File: src/ctrl_pkg.sv
package ctrl_pkg;

   typedef logic [1:0] unit_sel_t;
   typedef logic [1:0] exc_t;
   typedef logic [3:0] alu_op_t;
   typedef logic [2:0] mdu_op_t;
   typedef logic [1:0] wb_sel_t;

   localparam unit_sel_t UNIT_ALU = 2'b00;
   localparam unit_sel_t UNIT_MDU = 2'b01;

   localparam exc_t EXC_NONE    = 2'b00;
   localparam exc_t EXC_ILLEGAL = 2'b01;
   localparam exc_t EXC_ECALL   = 2'b10;
   localparam exc_t EXC_EBREAK  = 2'b11;

   localparam alu_op_t ALU_ADD  = 4'b0000;
   localparam alu_op_t ALU_SUB  = 4'b0001;
   localparam alu_op_t ALU_SLL  = 4'b0011;
   localparam alu_op_t ALU_SLT  = 4'b0100;
   localparam alu_op_t ALU_SLTU = 4'b0101;
   localparam alu_op_t ALU_XOR  = 4'b0110;
   localparam alu_op_t ALU_SRL  = 4'b0111;
   localparam alu_op_t ALU_SRA  = 4'b1000;
   localparam alu_op_t ALU_OR   = 4'b1001;
   localparam alu_op_t ALU_AND  = 4'b1010;
   localparam alu_op_t ALU_LUI  = 4'b1100;

   // Write-back source, 10 is unused
   localparam wb_sel_t WB_EXE  = 2'b00;
   localparam wb_sel_t WB_LOAD = 2'b01;
   localparam wb_sel_t WB_PC4  = 2'b11;

   // 19 bits, field order fixed for the execute stage
   typedef struct packed {
      unit_sel_t unit_sel;
      exc_t      exc;
      alu_op_t   alu_op;
      logic      mdu_en;
      mdu_op_t   mdu_op;
      logic      reg_wr_en;
      wb_sel_t   wb_sel;
      logic      op1_sel;   // 1 selects PC
      logic      op2_sel;   // 1 selects immediate
      logic      is_load;
      logic      is_store;
   } decode_ctrl_t;

   localparam decode_ctrl_t CTRL_ILLEGAL = '{exc: EXC_ILLEGAL, default: '0};

endpackage

File: src/isa_pkg.sv
package isa_pkg;

   // Instruction word without the two compressed-format bits
   typedef logic [31:2] instr_t;

   typedef logic [4:0]  opcode_t;
   typedef logic [2:0]  funct3_t;
   typedef logic [6:0]  funct7_t;
   typedef logic [11:0] funct12_t;
   typedef logic [4:0]  reg_idx_t;

   // Major opcodes, bits 6:2
   localparam opcode_t OPC_LOAD   = 5'b00000;
   localparam opcode_t OPC_ITYPE  = 5'b00100;
   localparam opcode_t OPC_AUIPC  = 5'b00101;
   localparam opcode_t OPC_STORE  = 5'b01000;
   localparam opcode_t OPC_RTYPE  = 5'b01100;
   localparam opcode_t OPC_LUI    = 5'b01101;
   localparam opcode_t OPC_BRANCH = 5'b11000;
   localparam opcode_t OPC_JALR   = 5'b11001;
   localparam opcode_t OPC_JAL    = 5'b11011;
   localparam opcode_t OPC_SYSTEM = 5'b11100;

   localparam funct7_t F7_BASE   = 7'b0000000;
   localparam funct7_t F7_ALT    = 7'b0100000;
   localparam funct7_t F7_MULDIV = 7'b0000001;

   // Shared by the register and immediate forms
   localparam funct3_t F3_ADD_SUB = 3'b000;
   localparam funct3_t F3_SLL     = 3'b001;
   localparam funct3_t F3_SLT     = 3'b010;
   localparam funct3_t F3_SLTU    = 3'b011;
   localparam funct3_t F3_XOR     = 3'b100;
   localparam funct3_t F3_SRL_SRA = 3'b101;
   localparam funct3_t F3_OR      = 3'b110;
   localparam funct3_t F3_AND     = 3'b111;

   // ECALL, EBREAK and the other privileged forms
   localparam funct3_t F3_PRIV = 3'b000;

   localparam funct12_t F12_ECALL  = 12'b0000000_00000;
   localparam funct12_t F12_EBREAK = 12'b0000000_00001;

endpackage

File: src/base_decoder.sv
`timescale 1ns/1ps

module base_decoder (
   input  isa_pkg::instr_t        instr_i,
   output ctrl_pkg::decode_ctrl_t base_ctrl_o
);

   import isa_pkg::*;
   import ctrl_pkg::*;

   opcode_t  opcode;
   funct3_t  funct3;
   funct7_t  funct7;
   funct12_t funct12;
   reg_idx_t rd;
   reg_idx_t rs1;

   assign opcode  = instr_i[6:2];
   assign rd      = instr_i[11:7];
   assign funct3  = instr_i[14:12];
   assign rs1     = instr_i[19:15];
   assign funct7  = instr_i[31:25];
   assign funct12 = instr_i[31:20];

   // Common ALU bundle with the memory flags left clear
   function automatic decode_ctrl_t alu_ctrl(
      input alu_op_t op,
      input logic    wr_en,
      input wb_sel_t wb,
      input logic    op1,
      input logic    op2
   );
      decode_ctrl_t c;
      c           = '0;
      c.unit_sel  = UNIT_ALU;
      c.exc       = EXC_NONE;
      c.alu_op    = op;
      c.reg_wr_en = wr_en;
      c.wb_sel    = wb;
      c.op1_sel   = op1;
      c.op2_sel   = op2;
      return c;
   endfunction

   function automatic decode_ctrl_t reg_op(input alu_op_t op);
      return alu_ctrl(op, 1'b1, WB_EXE, 1'b0, 1'b0);
   endfunction

   function automatic decode_ctrl_t imm_op(input alu_op_t op);
      return alu_ctrl(op, 1'b1, WB_EXE, 1'b0, 1'b1);
   endfunction

   always_comb begin
      base_ctrl_o = CTRL_ILLEGAL;
      case (opcode)
         OPC_LOAD: begin
            base_ctrl_o         = alu_ctrl(ALU_ADD, 1'b1, WB_LOAD, 1'b0, 1'b1);
            base_ctrl_o.is_load = 1'b1;
         end
         OPC_STORE: begin
            base_ctrl_o          = alu_ctrl(ALU_ADD, 1'b0, WB_EXE, 1'b0, 1'b1);
            base_ctrl_o.is_store = 1'b1;
         end
         // Target address computed from PC and offset
         OPC_BRANCH: base_ctrl_o = alu_ctrl(ALU_ADD, 1'b0, WB_EXE, 1'b1, 1'b1);
         OPC_AUIPC:  base_ctrl_o = alu_ctrl(ALU_ADD, 1'b1, WB_EXE, 1'b1, 1'b1);
         OPC_JAL:    base_ctrl_o = alu_ctrl(ALU_ADD, 1'b1, WB_PC4, 1'b1, 1'b1);
         OPC_JALR:   base_ctrl_o = alu_ctrl(ALU_ADD, 1'b1, WB_PC4, 1'b0, 1'b1);
         OPC_LUI:    base_ctrl_o = imm_op(ALU_LUI);
         OPC_ITYPE: begin
            case (funct3)
               F3_ADD_SUB: base_ctrl_o = imm_op(ALU_ADD);
               F3_SLT:     base_ctrl_o = imm_op(ALU_SLT);
               F3_SLTU:    base_ctrl_o = imm_op(ALU_SLTU);
               F3_XOR:     base_ctrl_o = imm_op(ALU_XOR);
               F3_OR:      base_ctrl_o = imm_op(ALU_OR);
               F3_AND:     base_ctrl_o = imm_op(ALU_AND);
               // Upper immediate bits of a shift must be a valid funct7
               F3_SLL: begin
                  if (funct7 == F7_BASE) begin
                     base_ctrl_o = imm_op(ALU_SLL);
                  end
               end
               F3_SRL_SRA: begin
                  if (funct7 == F7_BASE) begin
                     base_ctrl_o = imm_op(ALU_SRL);
                  end else if (funct7 == F7_ALT) begin
                     base_ctrl_o = imm_op(ALU_SRA);
                  end
               end
            endcase
         end
         OPC_RTYPE: begin
            case (funct7)
               F7_BASE: begin
                  case (funct3)
                     F3_ADD_SUB: base_ctrl_o = reg_op(ALU_ADD);
                     F3_SLL:     base_ctrl_o = reg_op(ALU_SLL);
                     F3_SLT:     base_ctrl_o = reg_op(ALU_SLT);
                     F3_SLTU:    base_ctrl_o = reg_op(ALU_SLTU);
                     F3_XOR:     base_ctrl_o = reg_op(ALU_XOR);
                     F3_SRL_SRA: base_ctrl_o = reg_op(ALU_SRL);
                     F3_OR:      base_ctrl_o = reg_op(ALU_OR);
                     F3_AND:     base_ctrl_o = reg_op(ALU_AND);
                  endcase
               end
               F7_ALT: begin
                  case (funct3)
                     F3_ADD_SUB: base_ctrl_o = reg_op(ALU_SUB);
                     F3_SRL_SRA: base_ctrl_o = reg_op(ALU_SRA);
                     default:    base_ctrl_o = CTRL_ILLEGAL;
                  endcase
               end
               // M encodings belong to the MDU decoder
               default: base_ctrl_o = CTRL_ILLEGAL;
            endcase
         end
         OPC_SYSTEM: begin
            if (funct3 == F3_PRIV && rd == '0 && rs1 == '0) begin
               case (funct12)
                  F12_ECALL: begin
                     base_ctrl_o     = '0;
                     base_ctrl_o.exc = EXC_ECALL;
                  end
                  F12_EBREAK: begin
                     base_ctrl_o     = '0;
                     base_ctrl_o.exc = EXC_EBREAK;
                  end
                  default: base_ctrl_o = CTRL_ILLEGAL;
               endcase
            end
         end
         default: base_ctrl_o = CTRL_ILLEGAL;
      endcase
   end

endmodule

File: src/ctrl_merge.sv
`timescale 1ns/1ps

module ctrl_merge (
   input  logic                   clk_i,
   input  logic                   rst_n_i,
   input  logic                   valid_i,
   input  ctrl_pkg::decode_ctrl_t base_ctrl_i,
   input  ctrl_pkg::decode_ctrl_t mdu_ctrl_i,
   input  logic                   mdu_hit_i,
   output ctrl_pkg::decode_ctrl_t ctrl_o,
   output logic                   ctrl_valid_o
);

   import ctrl_pkg::*;

   decode_ctrl_t sel_ctrl;

   assign sel_ctrl = mdu_hit_i ? mdu_ctrl_i : base_ctrl_i;

   // Stage register that holds the last bundle between strobes
   always_ff @(posedge clk_i) begin
      if (!rst_n_i) begin
         ctrl_o       <= '0;
         ctrl_valid_o <= 1'b0;
      end else begin
         ctrl_valid_o <= valid_i;
         if (valid_i) begin
            ctrl_o <= sel_ctrl;
         end
      end
   end

   // Base decoder must reject every word the MDU decoder claims
   mdu_hit_excl_a: assert property (
      @(posedge clk_i) disable iff (!rst_n_i)
      (valid_i && mdu_hit_i) |-> (base_ctrl_i == CTRL_ILLEGAL)
   ) else $error("M encoding also decoded by base decoder: %h", base_ctrl_i);

endmodule

File: src/muldiv_decoder.sv
`timescale 1ns/1ps

module muldiv_decoder #(
   parameter bit MulDivEn = 1'b1
) (
   input  isa_pkg::instr_t        instr_i,
   output ctrl_pkg::decode_ctrl_t mdu_ctrl_o,
   output logic                   mdu_hit_o
);

   import isa_pkg::*;
   import ctrl_pkg::*;

   opcode_t opcode;
   funct3_t funct3;
   funct7_t funct7;

   assign opcode = instr_i[6:2];
   assign funct3 = instr_i[14:12];
   assign funct7 = instr_i[31:25];

   // Without the M extension these words fall through as illegal
   assign mdu_hit_o = MulDivEn && (opcode == OPC_RTYPE) && (funct7 == F7_MULDIV);

   // funct3 already names the MDU operation
   always_comb begin
      mdu_ctrl_o           = '0;
      mdu_ctrl_o.unit_sel  = UNIT_MDU;
      mdu_ctrl_o.mdu_en    = 1'b1;
      mdu_ctrl_o.mdu_op    = funct3;
      mdu_ctrl_o.reg_wr_en = 1'b1;
      mdu_ctrl_o.wb_sel    = WB_EXE;
   end

endmodule

File: src/rv_decoder.sv
`timescale 1ns/1ps

module rv_decoder #(
   parameter bit MulDivEn = 1'b1
) (
   input  logic                   clk_i,
   input  logic                   rst_n_i,
   input  isa_pkg::instr_t        instr_i,
   input  logic                   instr_valid_i,
   output ctrl_pkg::decode_ctrl_t ctrl_o,
   output logic                   ctrl_valid_o
);

   import ctrl_pkg::*;

   decode_ctrl_t base_ctrl;
   decode_ctrl_t mdu_ctrl;
   logic         mdu_hit;

   base_decoder base_decoder_i (
      .instr_i     (instr_i),
      .base_ctrl_o (base_ctrl)
   );

   muldiv_decoder #(
      .MulDivEn (MulDivEn)
   ) muldiv_decoder_i (
      .instr_i    (instr_i),
      .mdu_ctrl_o (mdu_ctrl),
      .mdu_hit_o  (mdu_hit)
   );

   ctrl_merge ctrl_merge_i (
      .clk_i        (clk_i),
      .rst_n_i      (rst_n_i),
      .valid_i      (instr_valid_i),
      .base_ctrl_i  (base_ctrl),
      .mdu_ctrl_i   (mdu_ctrl),
      .mdu_hit_i    (mdu_hit),
      .ctrl_o       (ctrl_o),
      .ctrl_valid_o (ctrl_valid_o)
   );

endmodule
File: config.mk
export PLATFORM = sky130hd
export DESIGN_NAME = rv_decoder
export DESIGN_NICKNAME = d
export VERILOG_FILES = /design/src/ctrl_pkg.sv /design/src/isa_pkg.sv /design/src/base_decoder.sv /design/src/ctrl_merge.sv /design/src/muldiv_decoder.sv /design/src/rv_decoder.sv
export SDC_FILE = /design/constraint.sdc
export NUM_CORES = 1
export LEC_CHECK = 0
export ABC_CLOCK_PERIOD_IN_PS = 2500
export BUFFER_PORTS_ARGS = -buffer_cell sky130_fd_sc_hd__buf_2
export CORE_UTILIZATION = 40
export DETAILED_ROUTE_END_ITERATION = 16
export PLACE_DENSITY = 0.68
export SLEW_MARGIN = 20
export SYNTH_ARGS = -nofsm -noshare
export SYNTH_HDL_FRONTEND = slang
export SYNTH_SLANG_ARGS = --single-unit
File: constraint.sdc
create_clock -name clk_i -period 2.5 [get_ports clk_i]
set_clock_uncertainty 0.05 [all_clocks]
set_input_delay 0.5 -clock clk_i [delete_from_list [all_inputs] [get_ports clk_i]]
set_output_delay 0.5 -clock clk_i [all_outputs]
set_load 0.01 [all_outputs]
* Word level (Yosys, flattened, before mapping)
Memory sizes are Yosys's and may differ from the RTL's.
Cells that the tools add are included.
** Storage, ports and cells
- Memory bits (read-only) :: 32
- Memories kept :: 1
- Bits in registers :: 20
- Logic and storage cells :: 51
- Output and inout bits :: 20
- Input port bits :: 33
** Memories
- (no name shown) :: words 8, width 4, read ports 1, clocked after memory_dff 0, wr ports 0, line base_decoder.sv:96 : case (funct3)
** Cells by class
- Multiplexer cells :: 10
- Equal/unequal tests :: 19
- Reductions and logical operators :: 9
** Operator list (number)
- $pmux W19 S10 :: 1
- $pmux W19 S8 :: 1
- $mux W19 :: 3
- $pmux W19 S2 :: 1
- $pmux W17 S2 :: 1
- $mux W16 :: 2
- $pmux W16 S2 :: 1
- $eq A5 B5 Y1 const B :: 4
- $eq A5 B4 Y1 const B :: 3
- $logic_not A5 Y1 :: 3
- $eq A12 B1 Y1 const B :: 1
- $eq A3 B3 Y1 const B :: 4
- $logic_not A12 Y1 :: 1
- $eq A5 B3 Y1 const B :: 2
- $eq A7 B1 Y1 const B :: 1
- $eq A7 B6 Y1 const B :: 1
- $logic_not A7 Y1 :: 1
- $eq A3 B2 Y1 const B :: 2
- $eq A3 B1 Y1 const B :: 1
- $logic_and A1 B1 Y1 :: 3
- $logic_not A3 Y1 :: 1

* Longest topological paths before layout
Gate-level depths: netlist of the first run.
- Depth after elaboration :: 6
- Mapped depth :: 7
- Gate-level depth less buffers :: 7

* Modules after synthesis
From an unflattened synthesis of the first run, not the netlist that was laid out.
** Second synthesis, totals
- Cells, all modules :: 215
- Area total of the unflattened synthesis :: 1716.6 µm²
** Modules (own cells, without submodules)
- ctrl_merge :: area each 843.3 µm², cells each 86, times used 1, seq. area each 400.4 µm²
- base_decoder :: area each 685.7 µm², cells each 104, times used 1, seq. area each 0.0 µm²
- muldiv_decoder :: area each 187.7 µm², cells each 25, times used 1, seq. area each 0.0 µm²

* Worst setup path after synthesis of the first run
No wires, ideal clock.
- Path kind :: input -> register
- From :: in instr_i[2]
- To :: reg, netlist name ctrl_merge_i.ctrl_o[16]
- Setup time :: 0.118 ns
- Buffers on the path :: 1
- Cell stages on the path :: 6
- Data required time :: 2.332 ns
- Setup slack :: 0.656 ns
- Arrival :: 1.676 ns
- Path through :: buf_4 > or3b_4 > and4b_1 > nor3_1 > a32oi_1 > nor2b_1
** On the way
- Cells in the longest elaborated chain, start to end :: 3
- Elaborated cells on any way between the ends :: 13
- Those cells by class :: 9 x eq/ne; 2 x mux; 2 x reduce/logical
** RTL lines
- from (decl) :: line rv_decoder.sv:8 : input isa_pkg::instr_t instr_i,
- $eq A5 B5 Y1, or another cell as far along :: line base_decoder.sv:55 : case (opcode)
- $pmux W19 S10 or $logic_and A1 B1 Y1 (tied branches) :: line base_decoder.sv:55, muldiv_decoder.sv:23
- $mux W19 * :: line ctrl_merge.sv:18 : assign sel_ctrl = mdu_hit_i ? mdu_ctrl_i : base_ctrl_i;
Mark *: on every way between the ends. The rest lies on a longest branch, timed or not.
A chain may end at the register's enable or synchronous reset.

* Worst setup path after layout of the first run
- From :: in instr_i[10]
- To :: reg, netlist name ctrl_merge_i.ctrl_o[6]
** On the way
- Cells in the longest elaborated chain, start to end :: 6
- Elaborated cells on any way between the ends :: 16
- Those cells by class :: 7 x eq/ne; 6 x mux; 3 x reduce/logical
** RTL lines (line)
- branches (longest 4 deep; another with $pmux W19 S2)
- $pmux W19 S10 * :: base_decoder.sv:55
- $mux W19 * :: ctrl_merge.sv:18
Every way passes the cells marked *.

==> summary.md, run 1 <==
| Metric | Value |
|---|---|
| Total CTS buffers | 3 |
| Die ar. | about 0.0036 mm2 |
| CP max stage delay | between 0.3 and 0.4 ns |
| Clk Latency, worst-skew pair | 0.29 ns |
| Post-synthesis xor/xnor area fraction | 1.95% |
| Yosys top cell by area | dfxtp_1 |
| Slew headroom | 65.8% |
| Final Cycle Share | 76.8% |
| Comb power frac | 23.0% |
| CP required | 2.63 ns |
| CP Class | input port to register |
| Worst-path clk slew | 0.10 ns |
| Ys async rst share | 0% |
| Tmin final | 1.92 ns |
| Sw frac | 28.1% |
| Drt wl/cell | between 10 and 15 um |
| Switching power | 0.172 mW |
| Post-synthesis sequential area ratio | a little over a quarter |
| Overflow left after global routing | 0 |
| Crit start category | input port |
| Gr usage total | between 20% and 30% |
| I/O Pins | between 50 and 60 |
| Post-synthesis mux area share | less than 1% |
| Critical-path top delay cell | or3_1 |
| Synth Cell Area | roughly 0.0014 mm2 |
| Warnings from Yosys | 0 |
| Leak | ~0.72 nW |
| Post-DRT Antenna Nets | 0 |
| Clock share of power | 29.0% |
| Clock buffer depth | 2 |
| TritonCTS clock tree | yes |
| Worst VDD drop | roughly 190 uV |
| Depth of the CTS H-tree | 1 |
| Crit path DAT | about 2.1 ns |
| Max-slew violation count | 0 |
| Initial antenna violation count | 0 |
| CORE AREA | 0.00313 mm2 |
| Drt total wl | 3430 um |
| Yosys top cell area share | 26.7% |
| Fraction of layout instances using a drive strength above 1 | 28.1% |
| Main combinational cell family by area after synthesis | simple AND/OR/NAND/NOR gates |
| TritonRoute pass-1 iters | 4 |
| DR vias | 1423 |
| Flop pwr share | 48.0% |
| Crit path capture type | register |
| Setup TNS | 0 ns |
| Area Growth Syn to Fin | 22.4% |
| First-pass GRT wire length | 5810 um |
| Number of synthesized register bits | 18 |
| Worst Tran Pin Value | 0.509 ns |
| Vias in the first global route | 1261 |
| Setup Buffers After CTS | 0 |
| IO buf count | 51 |
| Hold WS | 0.422 ns |
| Status | finished clean |
| Synth Area in Simple Gates | 34.7% |
| Max Freq | around 0.52 GHz |
| Cts hold-fix bufs | 0 |
| Worst Path Max Fanout | 6 |
| Clock sink count | 18 |
| Worst-path cell chain | buf_2, inv_1, ha_1, or3_1, o22ai_1, a41oi_1, o21ai_0, a21boi_1 |
| Top cells by count, synth | 18 x dfxtp_1, 13 x nand2_1, 11 x o21ai_0, 10 x nor2_1, 10 x nor2b_1 |
| Clk root buf | clkbuf_4 |
| Maxcap violations | 0 |
| Int Pwr | 0.441 mW |
| Die Width | around 60 um |
| Final #Nets | 257 |
| Final hold vios | 0 |
| Chip height | 60.1 um |
| Synth area leaders | dfxtp_1 27%, ha_1 5.6%, nor2b_1 4.6% |
| PostCTS Resize Cnt | 0 |
| Post-synth EDFFs | 0 |
| Post-synthesis cell count | 171 |
| Pin count of the biggest net entering global routing | 18 |
| Antenna cells | 0 |
| Initial core utilization | 43.2% |
| DR vias/cell | 5.45 |
| Pwr dens | 371 mW/mm2 |
| Hpwl dp | 2740 um |
| RD Place Congestion | 0.897 |
| Hold Path Class | register to register |
| RSZ-0062 raised after global routing | no |
| Compound-Gate Fraction of Synth Area | 23.8% |
| Post-synthesis adder-cell area fraction | 5.56% |
| Yosys cell types | 51 |
| # setup viols final | 0 |
| Syn nets | 210 |
| Avg Inst Size Synth | between 7 and 8 um2 |
| Residual DRC | 0 |
| Cell with the most instances after synthesis | dfxtp_1 |
| Prevailing post-synth register cell | dfxtp_1 |
| Std cell rows | 20 |
| DR iter-0 viols | 55 |
power by group through the flow:
stage | clock network, mW | registers [mW] | logic, mW
after floorplan | 0 | 0.303 | 0.0867
after global placement | 0 | 0.301 | 0.141
after detailed placement | 0 | 0.301 | 0.140
after CTS | 0.182 | 0.294 | 0.141
after global routing | 0.197 | 0.295 | 0.159
final | 0.178 | 0.294 | 0.141
layer usage:
layer	track usage (%)	wire (um)	vias up
met3	4.11	157	4
li1	-	-	728
met5	0	0	-
met1	30.8	1710	646
met4	3.65	23	0
met2	32.1	1540	45
worst max-delay path, delay by kind of cell:
| kind | cells | cell delay, ns |
|---|---|---|
| simple gates | 1 | 0.38 |
| compound gates | 4 | 0.69 |
| buf+inv | 2 | 0.25 |
| fa+ha+maj | 1 | 0.23 |
through the flow:
step	setup WS, ns	instance area [um2]	util [%]	cells	total power [mW]
2_1_floorplan	0.656	1350	-	171	0.390
3_3_place_gp	0.249	1620	51.7	257	0.441
3_5_place_dp	0.291	1620	51.7	257	0.441
4_1_cts	0.599	1650	52.8	261	0.617
5_1_grt	0.418	1650	52.8	261	0.651
6_report	0.579	1650	52.8	261	0.613
final timing paths:
path	to	slack [ns]	from	cells after the start
hold / removal	ctrl_merge_i.ctrl_o[14]	0.42	ctrl_merge_i.ctrl_o[14]	2
hold reg to reg	ctrl_merge_i.ctrl_o[14]	0.42	ctrl_merge_i.ctrl_o[14]	2
setup reg to reg	ctrl_merge_i.ctrl_o[15]	1.47	ctrl_merge_i.ctrl_o[15]	3
setup / recovery	ctrl_merge_i.ctrl_o[6]	0.58	instr_i[10]	8
cell families after synthesis:
| group | Yosys count |
|---|---|
| muxes | 1 |
| buffers and inverters | 18 |
| AOI/OAI and AO/OA | 46 |
| DFF | 18 |
| xor gates and xnor gates | 3 |
| other | 1 |
| adders and majority gates | 6 |
| and+or+nand+nor | 78 |
cell type report:
| cell class | instances | area, um2 |
|---|---|---|
| clock buffers | 4 | 36.3 |
| fillers | 313 | 1480 |
| inverters | 7 | 26.3 |
| multi-input cells | 135 | 905 |
| flip-flops and latches | 18 | 360 |
| well taps | 44 | 55.1 |
| repair buffers | 53 | 270 |
placed cells by master (no fill, tap or decap), drive strengths merged, types with 2 or more instances in the layout:
cell type	count
a211oi	2
a21boi	5
a21oi	4
a22o	2
a22oi	5
a31oi	2
a32o	2
a32oi	2
a41oi	2
and2	3
and3	2
and4b	2
buf	53
clkbuf	4
dfxtp	18
ha	6
inv	6
nand2	13
nand2b	7
nand3	4
nand4	3
nor2	10
nor2b	10
nor3	10
nor3b	3
nor4	4
nor4b	3
o21ai	12
or4	2
xor2	2
state kept, by name, indices dropped and copies added (netlist names):
| name | cells |
|---|---|
| ctrl_merge_i.ctrl_o | 17 |
| ctrl_merge_i.ctrl_valid_o | 1 |
(Power assumes the default switching activity.)
==> run 2: changes to the inputs <==
ABC_CLOCK_PERIOD_IN_PS = 1700   (was 2500)
PLACE_DENSITY = 0.7   (was 0.68)
clock period = 1.7 ns   (was 2.5 ns; I/O delays follow)
==> summary.md, run 2 (synthesis gave the netlist of run 1 again) <==
| Metric | Value |
|---|---|
| Crit path DAT | 1.68 ns (-0.37 ns) |
| Die ar. | 0.00361 mm2 (unchanged) |
| Pwr dens | 514 mW/mm2 (+38%) |
| Tmin final | 1.53 ns |
| Fraction of layout instances using a drive strength above 1 | 37.3% (+9.2 points) |
| Vias in the first global route | 1408 (+12%) |
| Drt total wl | 3680 um (+7.4%) |
| Switching power | 0.276 mW (+60%) |
| Std cell rows | 20 (unchanged) |
| Chip height | 60.1 um (unchanged) |
| I/O Pins | 53 (unchanged) |
| Clock share of power | 28.5% (-0.5 points) |
| Fin cells | 288 (+10%) |
| Final hold vios | 0 (unchanged) |
| Worst VDD drop | 212 uV (+10%) |
| Flop pwr share | 45.0% (-3.0 points) |
| Crit start category | input port |
| GRT busiest layer | met2 |
| Post-DRT Antenna Nets | 0 (unchanged) |
| Initial antenna violation count | 0 (unchanged) |
| Final Cycle Share | 89.8% |
| Placed instance count | 284 (+11%) |
| Top flop regs | ctrl_merge_i.ctrl_o: 17 flops, ctrl_merge_i.ctrl_valid_o: 1 flops |
| DR vias/cell | 5.23 (-4.0%) |
| Status | finished clean |
| Final core utilization | 59.9% (+7.1 points) |
| Depth of the CTS H-tree | 1 (unchanged) |
| Place WS | -0.235 ns (-0.526 ns) |
| Global Route met3 Usage | 2.60% (-1.5 points) |
| Tot Pwr | 0.963 mW (+57%) |
| Gr usage total | 23.1% (+2.1 points) |
| Max-slew violation count | 0 (unchanged) |
| Antenna cells | 0 (unchanged) |
| RSZ-0062 raised after global routing | no |
| M2 GR Usage | 37.8% (+5.7 points) |
| IO buf count | 51 (unchanged) |
| Hpwl dp | 2970 um (+8.5%) |
| Pin count of the biggest net entering global routing | 17 (-1) |
| Total CTS buffers | 3 (unchanged) |
| CP required | 1.86 ns (-0.77 ns) |
| RD Place Congestion | 0.912 (+1.7%) |
| CORE AREA | 0.00313 mm2 (unchanged) |
| Final #Nets | 284 (+11%) |
| # setup viols final | 0 (unchanged) |
| Worst Path Max Fanout | 4 (-2) |
| Comb power frac | 26.5% (+3.5 points) |
| Int Pwr | 0.686 mW (+56%) |
| Initial core utilization | 43.2% (unchanged) |
| Max reg flops | 17 (unchanged) |
| Cts hold-fix bufs | 0 (unchanged) |
| Biggest register | ctrl_merge_i.ctrl_o |
| Clk Latency, worst-skew pair | 0.30 ns (about the same) |
| Hold Path Class | input port to register |
| Leak | 0.847 nW (+18%) |
| Sw frac | 28.7% (+0.62 points) |
| DR iter-0 viols | 76 (+38%) |
| Overflow left after global routing | 0 (unchanged) |
| Commonest cells after routing, fill and taps aside | 51 x buf_2, 29 x buf_4, 18 x dfxtp_1, 13 x nand2_1 |
| TritonRoute pass-1 iters | 4 (unchanged) |
| Area Growth Syn to Fin | 38.8% |
| DR vias | 1507 (+5.9%) |
| CP Class | input port to register |
| Crit path capture type | register |
| First-pass GRT wire length | 6300 um (+8.4%) |
| Die Width | 60.1 um (unchanged) |
| Max Freq | 0.655 GHz |
| Clock sink count | 18 (unchanged) |
| Post-route setup slack | 0.174 ns (-0.405 ns) |
| Clk root buf | clkbuf_4 |
| Drt wl/cell | 12.8 um (-2.7%) |
| Residual DRC | 0 (unchanged) |
| TritonCTS clock tree | yes |
| Hold WS | 0.318 ns (-0.104 ns) |
| Maxcap violations | 0 (unchanged) |
| Met1 GRT Util | 30.8% (about the same) |
| Clock buffer depth | 2 (unchanged) |
| Worst-path clk slew | 0.11 ns (about the same) |
| Commonest non-fill, non-tap cell in the layout | buf_2 |
==> run 2: cell count changes in the layout (fill, tap and decap cells not counted), sizes merged <==
cell  delta
buf     +27
==> run 2: area by class of cell <==
type	instances	area, um2
sequential	18	360
timing repair buffer	80	473
multi-input combinational	135	923
tap	44	55.1
inverter	7	26.3
clock buffer	4	36.3
fill	307	1250
==> run 2: stage by stage <==
stage / area, um2 / TNS [ns]
3_3_place_gp: 1820 / -1.18
2_1_floorplan: 1350 / 0
5_1_grt: 1870 / 0
6_report: 1870 / 0
3_5_place_dp: 1820 / -1.60
4_1_cts: 1860 / 0
==> run 2: critical path, stage by stage <==
cell and delay [ns]:
buf_2 0.11, inv_2 0.06, ha_1 0.22, or3_1 0.38, o22ai_1 0.14, a41oi_1 0.16, o21ai_0 0.19, a21boi_1 0.08
==> run 2: layer usage <==
| metal | up-vias | part of all wire (%) |
|---|---|---|
| met4 | 0 | 1.6 |
| met1 | 688 | 49 |
| li1 | 775 | - |
| met3 | 6 | 3.5 |
| met5 | - | 0 |
| met2 | 38 | 46 |
==> run 2: what timing repair did <==
item	in CTS	in global routing
endpoints found under the setup margin	0	5
resized for setup	0	5
buffers inserted	0	0
==> run 2: power groups by stage <==
stage	clock (mW)	sequential, mW	combinational, mW
finish	0.274	0.433	0.255
global route	0.294	0.434	0.284
CTS	0.275	0.433	0.250
detailed placement	0	0.443	0.249
global placement	0	0.443	0.248
floorplan	0	0.446	0.128
==> run 2: path summary, 6_finish.rpt <==
check                           from                   endpoint  slack [ns]  cells after the start
min reg2reg  ctrl_merge_i.ctrl_o[14]    ctrl_merge_i.ctrl_o[14]        0.41                      2
min                    instr_valid_i  ctrl_merge_i.ctrl_valid_o        0.32                      2
max reg2reg  ctrl_merge_i.ctrl_o[15]    ctrl_merge_i.ctrl_o[15]        0.71                      3
max                      instr_i[10]     ctrl_merge_i.ctrl_o[6]        0.17                      8
